`src/source/exu_pkg.sv`:
```
// exu_pkg: datapath widths, opcode enum, instruction, pair, issue, result and retire structs
package exu_pkg;

    // register file geometry
    localparam int REG_DATA_WIDTH = 32;
    localparam int REG_ADDR_WIDTH = 5;

    // commit ids wrap modulo 16
    localparam int COMMIT_ID_WIDTH = 4;

    // writes here are dropped by the register file
    localparam logic [REG_ADDR_WIDTH-1:0] ZERO_REG = '0;

    // JUMP only produces the link value a + 4
    typedef enum logic [1:0] {
        ADD  = 2'd0,
        SUB  = 2'd1,
        XOR  = 2'd2,
        JUMP = 2'd3
    } exu_op_e;

    // one decoded instruction, operands already read
    typedef struct packed {
        exu_op_e                   op;
        logic [REG_ADDR_WIDTH-1:0] rd;
        logic [REG_DATA_WIDTH-1:0] a;
        logic [REG_DATA_WIDTH-1:0] b;
    } exu_inst_t;

    // dual-issue bundle, first is older
    typedef struct packed {
        exu_inst_t first;
        exu_inst_t second;
    } exu_pair_t;

    // instruction tagged with its commit id
    typedef struct packed {
        exu_inst_t                  inst;
        logic [COMMIT_ID_WIDTH-1:0] commit_id;
    } exu_issue_t;

    // common result format of both execute units
    typedef struct packed {
        logic [REG_ADDR_WIDTH-1:0]  rd;
        logic [REG_DATA_WIDTH-1:0]  wdata;
        logic                       we;
        logic [COMMIT_ID_WIDTH-1:0] commit_id;
    } exu_result_t;

    // retire record seen at the top level
    typedef struct packed {
        logic [REG_ADDR_WIDTH-1:0]  rd;
        logic [REG_DATA_WIDTH-1:0]  wdata;
        logic                       we;
        logic [COMMIT_ID_WIDTH-1:0] commit_id;
    } exu_retire_t;

endpackage

```
`src/source/exu_alu.sv`:
```
// exu_alu: single-stage add/sub/xor/link unit with a held output register
`timescale 1ns/1ps

module exu_alu (
    input  logic                 clk,
    input  logic                 arst_n_i,
    input  logic                 int_assert_i,
    input  logic                 issue_valid_i,
    input  exu_pkg::exu_issue_t  issue_i,
    output logic                 issue_ready_o,
    input  logic                 wb_ready_i,
    output logic                 res_valid_o,
    output exu_pkg::exu_result_t res_o
);
    import exu_pkg::*;

    logic                      res_valid_q;
    exu_result_t               res_q;
    logic [REG_DATA_WIDTH-1:0] alu_out;

    // slot free, or held result leaving this cycle
    assign issue_ready_o = !res_valid_q || wb_ready_i;

    always_comb begin
        unique case (issue_i.inst.op)
            ADD:     alu_out = issue_i.inst.a + issue_i.inst.b;
            SUB:     alu_out = issue_i.inst.a - issue_i.inst.b;
            XOR:     alu_out = issue_i.inst.a ^ issue_i.inst.b;
            JUMP:    alu_out = issue_i.inst.a + 32'd4;
            default: alu_out = '0;
        endcase
    end

    always_ff @(posedge clk or negedge arst_n_i) begin
        if (!arst_n_i) begin
            res_valid_q <= 1'b0;
        end else if (int_assert_i) begin
            res_valid_q <= 1'b0;
        end else if (issue_ready_o) begin
            res_valid_q <= issue_valid_i;
        end
    end

    // payload only moves on an accepted issue
    always_ff @(posedge clk) begin
        if (issue_valid_i && issue_ready_o) begin
            res_q.rd        <= issue_i.inst.rd;
            res_q.wdata     <= alu_out;
            // writes to x0 are not real writes
            res_q.we        <= (issue_i.inst.rd != ZERO_REG);
            res_q.commit_id <= issue_i.commit_id;
        end
    end

    assign res_valid_o = res_valid_q;
    assign res_o       = res_q;

endmodule

```
`src/source/exu_commit_fifo.sv`:
```
// exu_commit_fifo: circular buffer of outstanding commit ids in issue order
`timescale 1ns/1ps

module exu_commit_fifo #(
    parameter int COMMIT_DEPTH = 8
) (
    input  logic                                clk,
    input  logic                                arst_n_i,
    input  logic                                flush_i,
    input  logic                                push_i,
    input  logic [exu_pkg::COMMIT_ID_WIDTH-1:0] push_id_i,
    input  logic                                pop_i,
    output logic [exu_pkg::COMMIT_ID_WIDTH-1:0] head_id_o,
    output logic                                head_valid_o,
    output logic [$clog2(COMMIT_DEPTH+1)-1:0]   free_o
);
    import exu_pkg::*;

    localparam int PTR_W = (COMMIT_DEPTH > 1) ? $clog2(COMMIT_DEPTH) : 1;
    localparam int CNT_W = $clog2(COMMIT_DEPTH+1);

    logic [COMMIT_ID_WIDTH-1:0] mem_q [COMMIT_DEPTH];
    logic [PTR_W-1:0]           wr_ptr_q;
    logic [PTR_W-1:0]           rd_ptr_q;
    logic [CNT_W-1:0]           count_q;
    logic                       do_push;
    logic                       do_pop;

    // dispatch never pushes when full, wbu never pops when empty
    assign do_push = push_i && (count_q != CNT_W'(COMMIT_DEPTH));
    assign do_pop  = pop_i && (count_q != '0);

    always_ff @(posedge clk or negedge arst_n_i) begin
        if (!arst_n_i) begin
            wr_ptr_q <= '0;
            rd_ptr_q <= '0;
            count_q  <= '0;
        end else if (flush_i) begin
            wr_ptr_q <= '0;
            rd_ptr_q <= '0;
            count_q  <= '0;
        end else begin
            // explicit wrap, depth need not be a power of two
            if (do_push) begin
                wr_ptr_q <= (wr_ptr_q == PTR_W'(COMMIT_DEPTH-1)) ? '0 : wr_ptr_q + 1'b1;
            end
            if (do_pop) begin
                rd_ptr_q <= (rd_ptr_q == PTR_W'(COMMIT_DEPTH-1)) ? '0 : rd_ptr_q + 1'b1;
            end
            count_q <= count_q + CNT_W'(do_push) - CNT_W'(do_pop);
        end
    end

    always_ff @(posedge clk) begin
        if (do_push && !flush_i) begin
            mem_q[wr_ptr_q] <= push_id_i;
        end
    end

    assign head_id_o    = mem_q[rd_ptr_q];
    assign head_valid_o = (count_q != '0);
    assign free_o       = CNT_W'(COMMIT_DEPTH) - count_q;

endmodule

```
`src/source/exu_dispatch.sv`:
```
// exu_dispatch: pair splitter, commit id allocation, routing of the second instruction
`timescale 1ns/1ps

module exu_dispatch #(
    parameter int COMMIT_DEPTH = 8
) (
    input  logic                                clk,
    input  logic                                arst_n_i,
    input  logic                                pair_valid_i,
    input  exu_pkg::exu_pair_t                  pair_i,
    output logic                                pair_ready_o,
    input  logic                                int_assert_i,
    output logic                                alu_valid_o,
    output exu_pkg::exu_issue_t                 alu_issue_o,
    input  logic                                alu_ready_i,
    output logic                                fake_req_o,
    output logic [exu_pkg::COMMIT_ID_WIDTH-1:0] fake_id_o,
    input  logic                                fake_ready_i,
    input  logic [$clog2(COMMIT_DEPTH+1)-1:0]   fifo_free_i,
    output logic                                push_o,
    output logic [exu_pkg::COMMIT_ID_WIDTH-1:0] push_id_o
);
    import exu_pkg::*;

    typedef enum logic {
        IDLE,
        SECOND
    } disp_state_e;

    disp_state_e                state_q;
    logic [COMMIT_ID_WIDTH-1:0] cnt_q;
    exu_inst_t                  second_q;
    logic                       jump_q;
    logic                       room_ok;
    logic                       pair_fire;
    logic                       second_fire;

    // both ids of a pair must fit before the pair is taken
    assign room_ok = (fifo_free_i >= 2) && !int_assert_i;

    // first instruction goes straight to the alu
    assign pair_ready_o = (state_q == IDLE) && alu_ready_i && room_ok;
    assign pair_fire    = pair_valid_i && pair_ready_o;

    // pending second, squashed ones go to pseudo-commit
    assign second_fire = (state_q == SECOND) && !int_assert_i &&
                         (jump_q ? fake_ready_i : alu_ready_i);

    assign alu_valid_o = (state_q == IDLE) ? (pair_valid_i && room_ok)
                                           : (!jump_q && !int_assert_i);
    assign alu_issue_o.inst      = (state_q == IDLE) ? pair_i.first : second_q;
    assign alu_issue_o.commit_id = cnt_q;

    assign fake_req_o = (state_q == SECOND) && jump_q && !int_assert_i;
    assign fake_id_o  = cnt_q;

    // id enters the fifo in its issue cycle
    assign push_o    = pair_fire || second_fire;
    assign push_id_o = cnt_q;

    always_ff @(posedge clk or negedge arst_n_i) begin
        if (!arst_n_i) begin
            state_q <= IDLE;
            cnt_q   <= '0;
            jump_q  <= 1'b0;
        end else if (int_assert_i) begin
            // drop a half-issued pair, ids restart
            state_q <= IDLE;
            cnt_q   <= '0;
        end else if (pair_fire) begin
            state_q <= SECOND;
            cnt_q   <= cnt_q + 1'b1;
            jump_q  <= (pair_i.first.op == JUMP);
        end else if (second_fire) begin
            state_q <= IDLE;
            cnt_q   <= cnt_q + 1'b1;
        end
    end

    // second instruction parked until its unit frees up
    always_ff @(posedge clk) begin
        if (pair_fire) begin
            second_q <= pair_i.second;
        end
    end

endmodule

```
`src/source/exu_fakecommit.sv`:
```
// exu_fakecommit: retires the id of a squashed second instruction as a null x0 write
`timescale 1ns/1ps

module exu_fakecommit (
    input  logic                                clk,
    input  logic                                arst_n_i,
    input  logic                                req_fakecommit_i,
    input  logic [exu_pkg::COMMIT_ID_WIDTH-1:0] commit_id_i,
    input  logic                                int_assert_i,
    input  logic                                wb_ready_i,
    output logic                                req_ready_o,
    output logic                                res_valid_o,
    output exu_pkg::exu_result_t                res_o
);
    import exu_pkg::*;

    logic                       slot_valid_q;
    logic [COMMIT_ID_WIDTH-1:0] slot_id_q;
    logic                       update;

    // slot reloads when empty or being drained
    assign update      = wb_ready_i || !slot_valid_q;
    assign req_ready_o = update;

    always_ff @(posedge clk or negedge arst_n_i) begin
        if (!arst_n_i) begin
            slot_valid_q <= 1'b0;
        end else if (int_assert_i) begin
            slot_valid_q <= 1'b0;
        end else if (update) begin
            slot_valid_q <= req_fakecommit_i;
        end
    end

    // only the id is carried
    always_ff @(posedge clk) begin
        if (update && req_fakecommit_i) begin
            slot_id_q <= commit_id_i;
        end
    end

    // x0, zero data, no write
    assign res_valid_o     = slot_valid_q;
    assign res_o.rd        = ZERO_REG;
    assign res_o.wdata     = '0;
    assign res_o.we        = 1'b0;
    assign res_o.commit_id = slot_id_q;

endmodule

```
`src/source/exu_top.sv`:
```
// exu_top: dispatch, alu, pseudo-commit, commit fifo and writeback wired together
`timescale 1ns/1ps

module exu_top #(
    parameter int COMMIT_DEPTH = 8
) (
    input  logic                 clk,
    input  logic                 arst_n_i,
    input  logic                 pair_valid_i,
    input  exu_pkg::exu_pair_t   pair_i,
    output logic                 pair_ready_o,
    input  logic                 int_assert_i,
    output logic                 retire_valid_o,
    output exu_pkg::exu_retire_t retire_o
);
    import exu_pkg::*;

    // dispatch to execute
    logic                            alu_valid;
    exu_issue_t                      alu_issue;
    logic                            alu_ready;
    logic                            fake_req;
    logic [COMMIT_ID_WIDTH-1:0]      fake_id;
    logic                            fake_ready;
    // commit id tracking
    logic                            push;
    logic [COMMIT_ID_WIDTH-1:0]      push_id;
    logic                            pop;
    logic [COMMIT_ID_WIDTH-1:0]      head_id;
    logic                            head_valid;
    logic [$clog2(COMMIT_DEPTH+1)-1:0] fifo_free;
    // execute to writeback
    logic                            alu_res_valid;
    exu_result_t                     alu_res;
    logic                            wb_alu_ready;
    logic                            fake_res_valid;
    exu_result_t                     fake_res;
    logic                            wb_fake_ready;

    exu_dispatch #(.COMMIT_DEPTH(COMMIT_DEPTH)) i_dispatch (
        .clk(clk), .arst_n_i(arst_n_i), .pair_valid_i(pair_valid_i), .pair_i(pair_i),
        .pair_ready_o(pair_ready_o), .int_assert_i(int_assert_i),
        .alu_valid_o(alu_valid), .alu_issue_o(alu_issue), .alu_ready_i(alu_ready),
        .fake_req_o(fake_req), .fake_id_o(fake_id), .fake_ready_i(fake_ready),
        .fifo_free_i(fifo_free), .push_o(push), .push_id_o(push_id)
    );

    exu_alu i_alu (
        .clk(clk), .arst_n_i(arst_n_i), .int_assert_i(int_assert_i),
        .issue_valid_i(alu_valid), .issue_i(alu_issue), .issue_ready_o(alu_ready),
        .wb_ready_i(wb_alu_ready), .res_valid_o(alu_res_valid), .res_o(alu_res)
    );

    exu_fakecommit i_fakecommit (
        .clk(clk), .arst_n_i(arst_n_i), .req_fakecommit_i(fake_req),
        .commit_id_i(fake_id), .int_assert_i(int_assert_i), .wb_ready_i(wb_fake_ready),
        .req_ready_o(fake_ready), .res_valid_o(fake_res_valid), .res_o(fake_res)
    );

    exu_commit_fifo #(.COMMIT_DEPTH(COMMIT_DEPTH)) i_commit_fifo (
        .clk(clk), .arst_n_i(arst_n_i), .flush_i(int_assert_i), .push_i(push),
        .push_id_i(push_id), .pop_i(pop), .head_id_o(head_id),
        .head_valid_o(head_valid), .free_o(fifo_free)
    );

    exu_wbu i_wbu (
        .clk(clk), .arst_n_i(arst_n_i), .int_assert_i(int_assert_i),
        .alu_valid_i(alu_res_valid), .alu_res_i(alu_res), .alu_ready_o(wb_alu_ready),
        .fake_valid_i(fake_res_valid), .fake_res_i(fake_res), .fake_ready_o(wb_fake_ready),
        .head_id_i(head_id), .head_valid_i(head_valid), .pop_o(pop),
        .retire_valid_o(retire_valid_o), .retire_o(retire_o)
    );

endmodule

```
`src/source/exu_wbu.sv`:
```
// exu_wbu: in-order writeback, matches results against the fifo head and registers the retire
`timescale 1ns/1ps

module exu_wbu (
    input  logic                                clk,
    input  logic                                arst_n_i,
    input  logic                                int_assert_i,
    input  logic                                alu_valid_i,
    input  exu_pkg::exu_result_t                alu_res_i,
    output logic                                alu_ready_o,
    input  logic                                fake_valid_i,
    input  exu_pkg::exu_result_t                fake_res_i,
    output logic                                fake_ready_o,
    input  logic [exu_pkg::COMMIT_ID_WIDTH-1:0] head_id_i,
    input  logic                                head_valid_i,
    output logic                                pop_o,
    output logic                                retire_valid_o,
    output exu_pkg::exu_retire_t                retire_o
);
    import exu_pkg::*;

    logic        alu_hit;
    logic        fake_hit;
    exu_result_t sel_res;
    logic        retire_valid_q;
    exu_retire_t retire_q;

    // ids are unique in flight, at most one source hits
    assign alu_hit  = alu_valid_i && head_valid_i && !int_assert_i &&
                      (alu_res_i.commit_id == head_id_i);
    assign fake_hit = fake_valid_i && head_valid_i && !int_assert_i &&
                      (fake_res_i.commit_id == head_id_i);

    // a non-head result just waits in its unit
    assign alu_ready_o  = alu_hit;
    assign fake_ready_o = fake_hit;
    assign pop_o        = alu_hit || fake_hit;

    assign sel_res = alu_hit ? alu_res_i : fake_res_i;

    always_ff @(posedge clk or negedge arst_n_i) begin
        if (!arst_n_i) begin
            retire_valid_q <= 1'b0;
        end else begin
            retire_valid_q <= pop_o;
        end
    end

    always_ff @(posedge clk) begin
        if (pop_o) begin
            retire_q.rd        <= sel_res.rd;
            retire_q.wdata     <= sel_res.wdata;
            retire_q.we        <= sel_res.we;
            retire_q.commit_id <= sel_res.commit_id;
        end
    end

    // retire lags the pop by one cycle
    // an interrupt hides anything still in the register
    assign retire_valid_o = retire_valid_q && !int_assert_i;
    assign retire_o       = retire_q;

endmodule

```
`config.mk`:
```
export PLATFORM = sky130hd
export DESIGN_NAME = exu_top
export DESIGN_NICKNAME = d
export VERILOG_FILES = /design/src/source/exu_pkg.sv /design/src/source/exu_alu.sv /design/src/source/exu_commit_fifo.sv /design/src/source/exu_dispatch.sv /design/src/source/exu_fakecommit.sv /design/src/source/exu_top.sv /design/src/source/exu_wbu.sv
export SDC_FILE = /design/constraint.sdc
export NUM_CORES = 1
export LEC_CHECK = 0
export ABC_AREA = 1
export BUFFER_PORTS_ARGS = -buffer_cell sky130_fd_sc_hd__buf_2
export CORE_MARGIN = 5
export CORE_UTILIZATION = 53
export CTS_CLUSTER_DIAMETER = 80
export DETAILED_ROUTE_END_ITERATION = 12
export PLACE_DENSITY = 0.85
export SYNTH_ARGS = -nofsm -noshare
export SYNTH_HDL_FRONTEND = slang
export SYNTH_SLANG_ARGS = --single-unit
```
`constraint.sdc`:
```
create_clock -name clk -period 4.93 [get_ports clk]
set_input_delay 0.986 -clock clk [delete_from_list [all_inputs] [get_ports clk]]
set_output_delay 0.986 -clock clk [all_outputs]
set_load 0.1 [all_outputs]
```
# == After elaboration in Yosys (flattened, before gate mapping) ==
# Memory sizes are Yosys's and may differ from the RTL's.
# Cells that the tools add are included.
# word_totals
out_inout_bits,44
ramBits,32
mem_count,1
in_bits,146
register_bits,178
# op_classes
n_mux,24
add_sub_neg,9
order_cmp,1
eq_ne,9
n_reduce_logical,39
bitwise_logic,3
# mem_list
name,depth,word_bits,rd,rd_clocked_by_memory_dff,write_ports,line,text
i_commit_fifo.mem_q,8,4,1,0,1,exu_commit_fifo.sv:22,logic [COMMIT_ID_WIDTH-1:0] mem_q [COMMIT_DEPTH];
# op_table
cell,count
case mux 32 bit (4 select lines),1
two-way mux 71 bit,1
"adder 32 x 3 -> 32 bit, second input constant",1
adder 32 bit,1
subtractor 32 bit,1
XOR 32 bit,1
logical AND 1 bit,22
two-way mux 4 bit,5
two-way mux 3 bit,6
two-way mux 1 bit,11
== test 4 bit,2
nonzero test 2 bit,4
"adder 3 x 1 -> 3 bit, second input constant",2
"== test 2 bit, second input constant",3
"== test 3 bit, second input constant",2
nonzero test 5 bit,1
adder 4 x 1 -> 4 bit,1
"adder 4 x 1 -> 4 bit, second input constant",1
"greater-or-equal comparator 4 x 2 -> 1 bit, second input constant",1
logical NOT 1 bit,4
logical OR 1 bit,4
"inequality test 4 bit, second input constant",1
nonzero test 4 bit,1
subtractor 4 x 1 -> 4 bit,1
other kinds (6),7

# == Logic depth before layout (Yosys ltp) ==
# logic_depth
depth_word,13
ltp_mapped,27
ltp_nobuf,26

# == Hierarchy ==
# A second synthesis with hierarchy kept.
# hier_totals
cells_unflattened,1897
area_unflattened_um2,14506.4
# modules_own_cells
module,instances,seq_area_each_um2,area_per_inst_um2,cells_per_inst
exu_alu,1,1286.2,6153.4,1041
exu_dispatch,1,2282.2,3523.4,356
exu_commit_fifo,1,1211.2,2235.9,229
exu_wbu,1,1286.2,2128.3,220
exu_fakecommit,1,145.1,465.4,51

# == Worst setup path before layout ==
# Ideal clock, no wire load.
# synth_timing
path_type,in2out
startpoint,input port int_assert_i
endpoint,output port pair_ready_o
cell_stages,10
setup_slack_ns,-0.640
arrival_time_ns,4.584
required_ns,3.944
cell_sequence,clkbuf_1 inv_1 nand2_1 nor2_1 nand2_1 nor2_2 nand3_2 nand2_2 inv_1 nor4_1
# synth_via
elab_chain_len,6
# synth_rtl
element,line,text
start: declaration,exu_top.sv:12,"input logic int_assert_i,"
logical NOT 1 bit (*),"exu_dispatch.sv:39, exu_wbu.sv:29",
logical AND 1 bit (2 in series),exu_wbu.sv:29,assign alu_hit = alu_valid_i && head_valid_i && !int_assert_i &&
logical OR 1 bit,exu_alu.sv:22,assign issue_ready_o = !res_valid_q || wb_ready_i;
logical AND 1 bit,exu_dispatch.sv:42,assign pair_ready_o = (state_q == IDLE) && alu_ready_i && room_ok;
logical AND 1 bit (*),exu_dispatch.sv:42,
end: declaration,exu_top.sv:11,"output logic pair_ready_o,"
# Every way passes the cells marked *; elsewhere a longest branch is shown, timed or not.

# == Worst setup path in the final report ==
# layout_timing
startpoint,register i_dispatch.state_q
endpoint,register i_alu.res_q (netlist bit i_alu.res_o[29]) (data pin)
# layout_via
elab_chain_len,3
# layout_rtl
element,line,text
start: declaration,exu_dispatch.sv:30,disp_state_e state_q;
start signal: assignment,exu_dispatch.sv:63,state_q <= IDLE;
start signal: assignment,exu_dispatch.sv:68,state_q <= IDLE;
start signal: assignment,exu_dispatch.sv:71,state_q <= SECOND;
two-way mux 71 bit (*),exu_dispatch.sv:51,assign alu_issue_o.inst = (state_q == IDLE) ? pair_i.first : second_q;
adder 32 x 3 -> 32 bit (tied with other cells),exu_alu.sv:29,JUMP: alu_out = issue_i.inst.a + 32'd4;
case mux 32 bit (4 select lines) (*),exu_alu.sv:25,unique case (issue_i.inst.op)
named net i_alu.alu_out[24],exu_alu.sv:19,logic [REG_DATA_WIDTH-1:0] alu_out;
end: declaration,exu_alu.sv:18,exu_result_t res_q;
# The timed path passes the listed nets; every way through them passes the cells marked *.
# A chain may end at the register's enable or synchronous reset.

==> metrics.md <==
| Metric | Value |
|---|---|
| Run status | `finished, final reports clean` |
| P_sw | `about 5.0 mW` |
| Post-layout util | `61.77%` |
| Drc violations | `0` |
| Drt pass-1 iters | `6` |
| Register area share after synthesis | `47.41%` |
| Reg2Reg Setup Slack | `0.52 ns` |
| Post-Synthesis Cells | `1577` |
| Width of the chip | `167.2 um` |
| Non-Filler Instances | `2105` |
| TritonCTS clock tree | `yes` |
| Startpoint types | `flop` |
| Pint | `5.261 mW` |
| TNS Setup | `0 ns` |
| Total track usage | `25.14%` |
| Die area | `between 20000 and 30000 um2` |
| Clock sink count | `210` |
| Hold Path Class | `in2async` |
| Diode count | `0` |
| Switching portion of total power | `48.93%` |
| Initial Utilization | `53.87%` |
| CTS HTree Levels | `1` |
| RSZ-0062 raised after global routing | `no` |
| Port bufs | `189` |
| Most common cell in the synthesized netlist | `nand2_1` |
| Share of cells above drive strength 1 | `17.18%` |
| Post-synth cell types | `54` |
| Via count | `~11000` |
| Remaining Overflow, GRT | `0` |
| Max cap viols | `0` |
| Cell taking the most area after synthesis | `edfxtp_1` |
| Postcts setup bufs | `0` |
| Cts hold-fix bufs | `0` |
| Total leakage power | `6.827 nW` |
| Initial antenna violation count | `1` |
| Area grow syn2layout | `14.68%` |
| Comb power frac | `roughly three fifths` |
| Final Hold Fails | `0` |
| Largest net degree at the start of global routing | `83` |
| Pwr dens | `685.7 nW/um2` |
| Post-Route WL | `35730 um` |
| CTS resizes | `0` |
| Worst setup EP type | `flop` |
| Clock power frac | `15.4%` |
| Clock Latency Late Sink | `0.54 ns` |
| Vias in the first global route | `10840` |
| Critical Path RT | `5.15 ns` |
| Syn_nets | `1772` |
| Reg area | `around 6200 um2` |
| Chip height | `167.2 um` |
| Fmax | `0.2268 GHz` |
| Least-Margin Pin Slew | `just over 1 ns` |
| Max clock buf depth | `3` |
| Initial DRC count | `between 1000 and 1500` |
| Filler cells | `around 2100` |
| Final Cycle Share | `89.45%` |
| TritonCTS Buffers | `22` |
| Worst Path Max Fanout | `between 80 and 90` |
| Synth top area cells | `edfxtp_1 (44%), nand2_1 (12%), inv_1 (6.0%)` |
| WP data arrival | `approximately 4.6 ns` |
| Multi-input gate area | `5824 um2` |
| Remaining antenna violation count | `0` |
| Clk slew on worst S/H paths | `0.06 ns` |
| Number of enable flip-flop cells after synthesis | `191` |
| Routed wire per std cell | `16.97 um` |
| Yosys warnings | `0` |
| Syn avg cell area | `8.307 um2` |
| Ports | `190` |
| Critical R2R Launch | `i_dispatch.state_q` |
| Nets | `between 1500 and 2000` |
| Final Skew | `0.02508 ns` |
| WS Path Type | `reg2reg` |
| Vias per cell | `5.429` |
| Sequential share of power | `25.4%` |
| Worst Reg-to-Reg Cells | `22` |
| Synth Register Bits | `210` |
| Reg-to-reg endpoint | `i_alu.res_o[29]` |
| Routability cong. | `1.007` |
| Root Driver | `clkbuf_16` |
| Ys async rst share | `between 9 and 10%` |
| Core Region | `24320 um2` |
| First-pass GRT wire length | `about 57000 um` |
| Cell Count Post-Placement | `2065` |
| Max transition margin | `31.36%` |
| Final Power | `roughly 10 mW` |
| Slew Limit Fails | `0` |
| Endpoints failing setup | `0` |
| Num rows | `57` |
| Synth top area share | `43.78%` |
| Syn Std Cell Area | `between 10000 and 15000 um2` |
| Worst vdd ir | `0.0003406 V` |
| Clock period minus worst slack | `about 4.4 ns` |
| DP HPWL | `28170 um` |
| Prevailing post-synth register cell | `edfxtp_1` |
| Synth cell count leaders | `nand2_1 (405), inv_1 (211), edfxtp_1 (191)` |
==> per-layer routing <==
layer / part of all wire, % / vias to the layer above / GRT usage [%]
li1: - / 5620 / -
met1: 44 / 5176 / 36.96
met2: 43 / 564 / 38.24
met3: 9.7 / 66 / 5.092
met4: 2.8 / 2 / 7.022
met5: 0.031 / - / 0
==> power groups by stage <==
| stage | combinational [mW] | clock (mW) | sequential (mW) |
|---|---|---|---|
| floorplan | 4.27 | 0 | 2.65 |
| global placement | 5.81 | 0 | 2.64 |
| detailed placement | 5.89 | 0 | 2.65 |
| CTS | 5.93 | 1.61 | 2.62 |
| global route | 6.75 | 1.70 | 2.65 |
| finish | 6.10 | 1.59 | 2.62 |
==> through the flow <==
step                hold WS (ns)  instance area (um2)  setup WS [ns]
floorplan                 0.5157                13110         0.5198
CTS                       0.4075                15020         0.6018
finish                    0.3991                15020         0.5200
global placement          0.5262                14330         0.3067
detailed placement        0.5327                14330         0.2840
global route              0.4306                15020         0.2347
==> cells by family (layout without fill, tap and decap cells) <==
group | after synthesis | in the layout | share of synthesized area [%]
AO/OA/AOI/OAI | 225 | 225 | 9.771
XOR/XNOR | 49 | 49 | 3.276
adder cells (fa/ha/maj) | 49 | 49 | 4.795
buffers and inverters | 257 | 461 | 8.252
flip-flops | 210 | 210 | 47.41
multiplexers | 4 | 4 | 0.3152
AND/OR/NAND/NOR | 783 | 783 | 26.18
==> worst max-delay path by stage <==
stage	start	slack [ns]	cells past startpoint	end
6_report	i_dispatch.state_q	0.52	22	i_alu.res_o[29]
5_1_grt	i_dispatch.state_q	0.23	16	i_alu.res_o[22]
4_1_cts	i_dispatch.state_q	0.60	22	i_alu.res_o[29]
3_5_place_dp	pair_i[72]	0.28	21	i_alu.res_o[29]
3_3_place_gp	pair_i[72]	0.31	21	i_alu.res_o[29]
2_1_floorplan	int_assert_i	0.52	10	pair_ready_o
==> critical path: stages (launching register included) <==
cell	delay [ns]
dfrtp_2	0.39
buf_12	0.29
nand2_1	0.13
o21ai_2	0.11
ha_1	0.21
nand3_1	0.11
inv_1	0.09
nand2_1	0.09
nor2_1	0.22
nand2_1	0.12
nand2_1	0.13
o21ai_2	0.10
a21oi_4	0.20
xor2_1	0.19
ha_1	0.31
nand2_1	0.15
inv_1	0.05
a21oi_1	0.24
a21boi_0	0.24
nand3_1	0.20
xor2_1	0.19
nand2_1	0.11
o211ai_1	0.17
==> flip-flops by register name (all words and copies together), names as in the netlist, 3 cells and up <==
name and flops:
i_fakecommit.slot_id_q 4, i_wbu.retire_o 42, i_commit_fifo.mem_q 32, i_alu.res_o 42, i_commit_fifo.wr_ptr_q 3, i_dispatch.second_q 71
i_commit_fifo.rd_ptr_q 3, i_commit_fifo.count_q 4, i_dispatch.fake_id_o 4
==> cell type report <==
class | instances | share of cell area [%]
clock inverter | 10 | 0.6829
multi-input combinational | 1110 | 38.77
clock buffer | 30 | 3.931
inverter | 221 | 5.555
sequential | 210 | 41.35
timing repair buffer | 200 | 7.013
tap | 324 | 2.698
==> placed cells by master, fill, tap and decap left out, drive strengths merged, types with 9 or more instances in the layout <==
cell type,Yosys,routed
a21oi,79,79
buf,25,200
clkbuf,11,30
clkinv,0,9
dfrtp,19,19
edfxtp,191,191
ha,47,47
inv,221,221
nand2,425,425
nand3,116,116
nand3b,9,9
nand4,19,19
nor2,161,161
nor3,31,31
o21ai,105,105
or2,16,16
xnor2,10,10
xor2,39,39
Note: power is estimated with default switching activity, not from simulation.
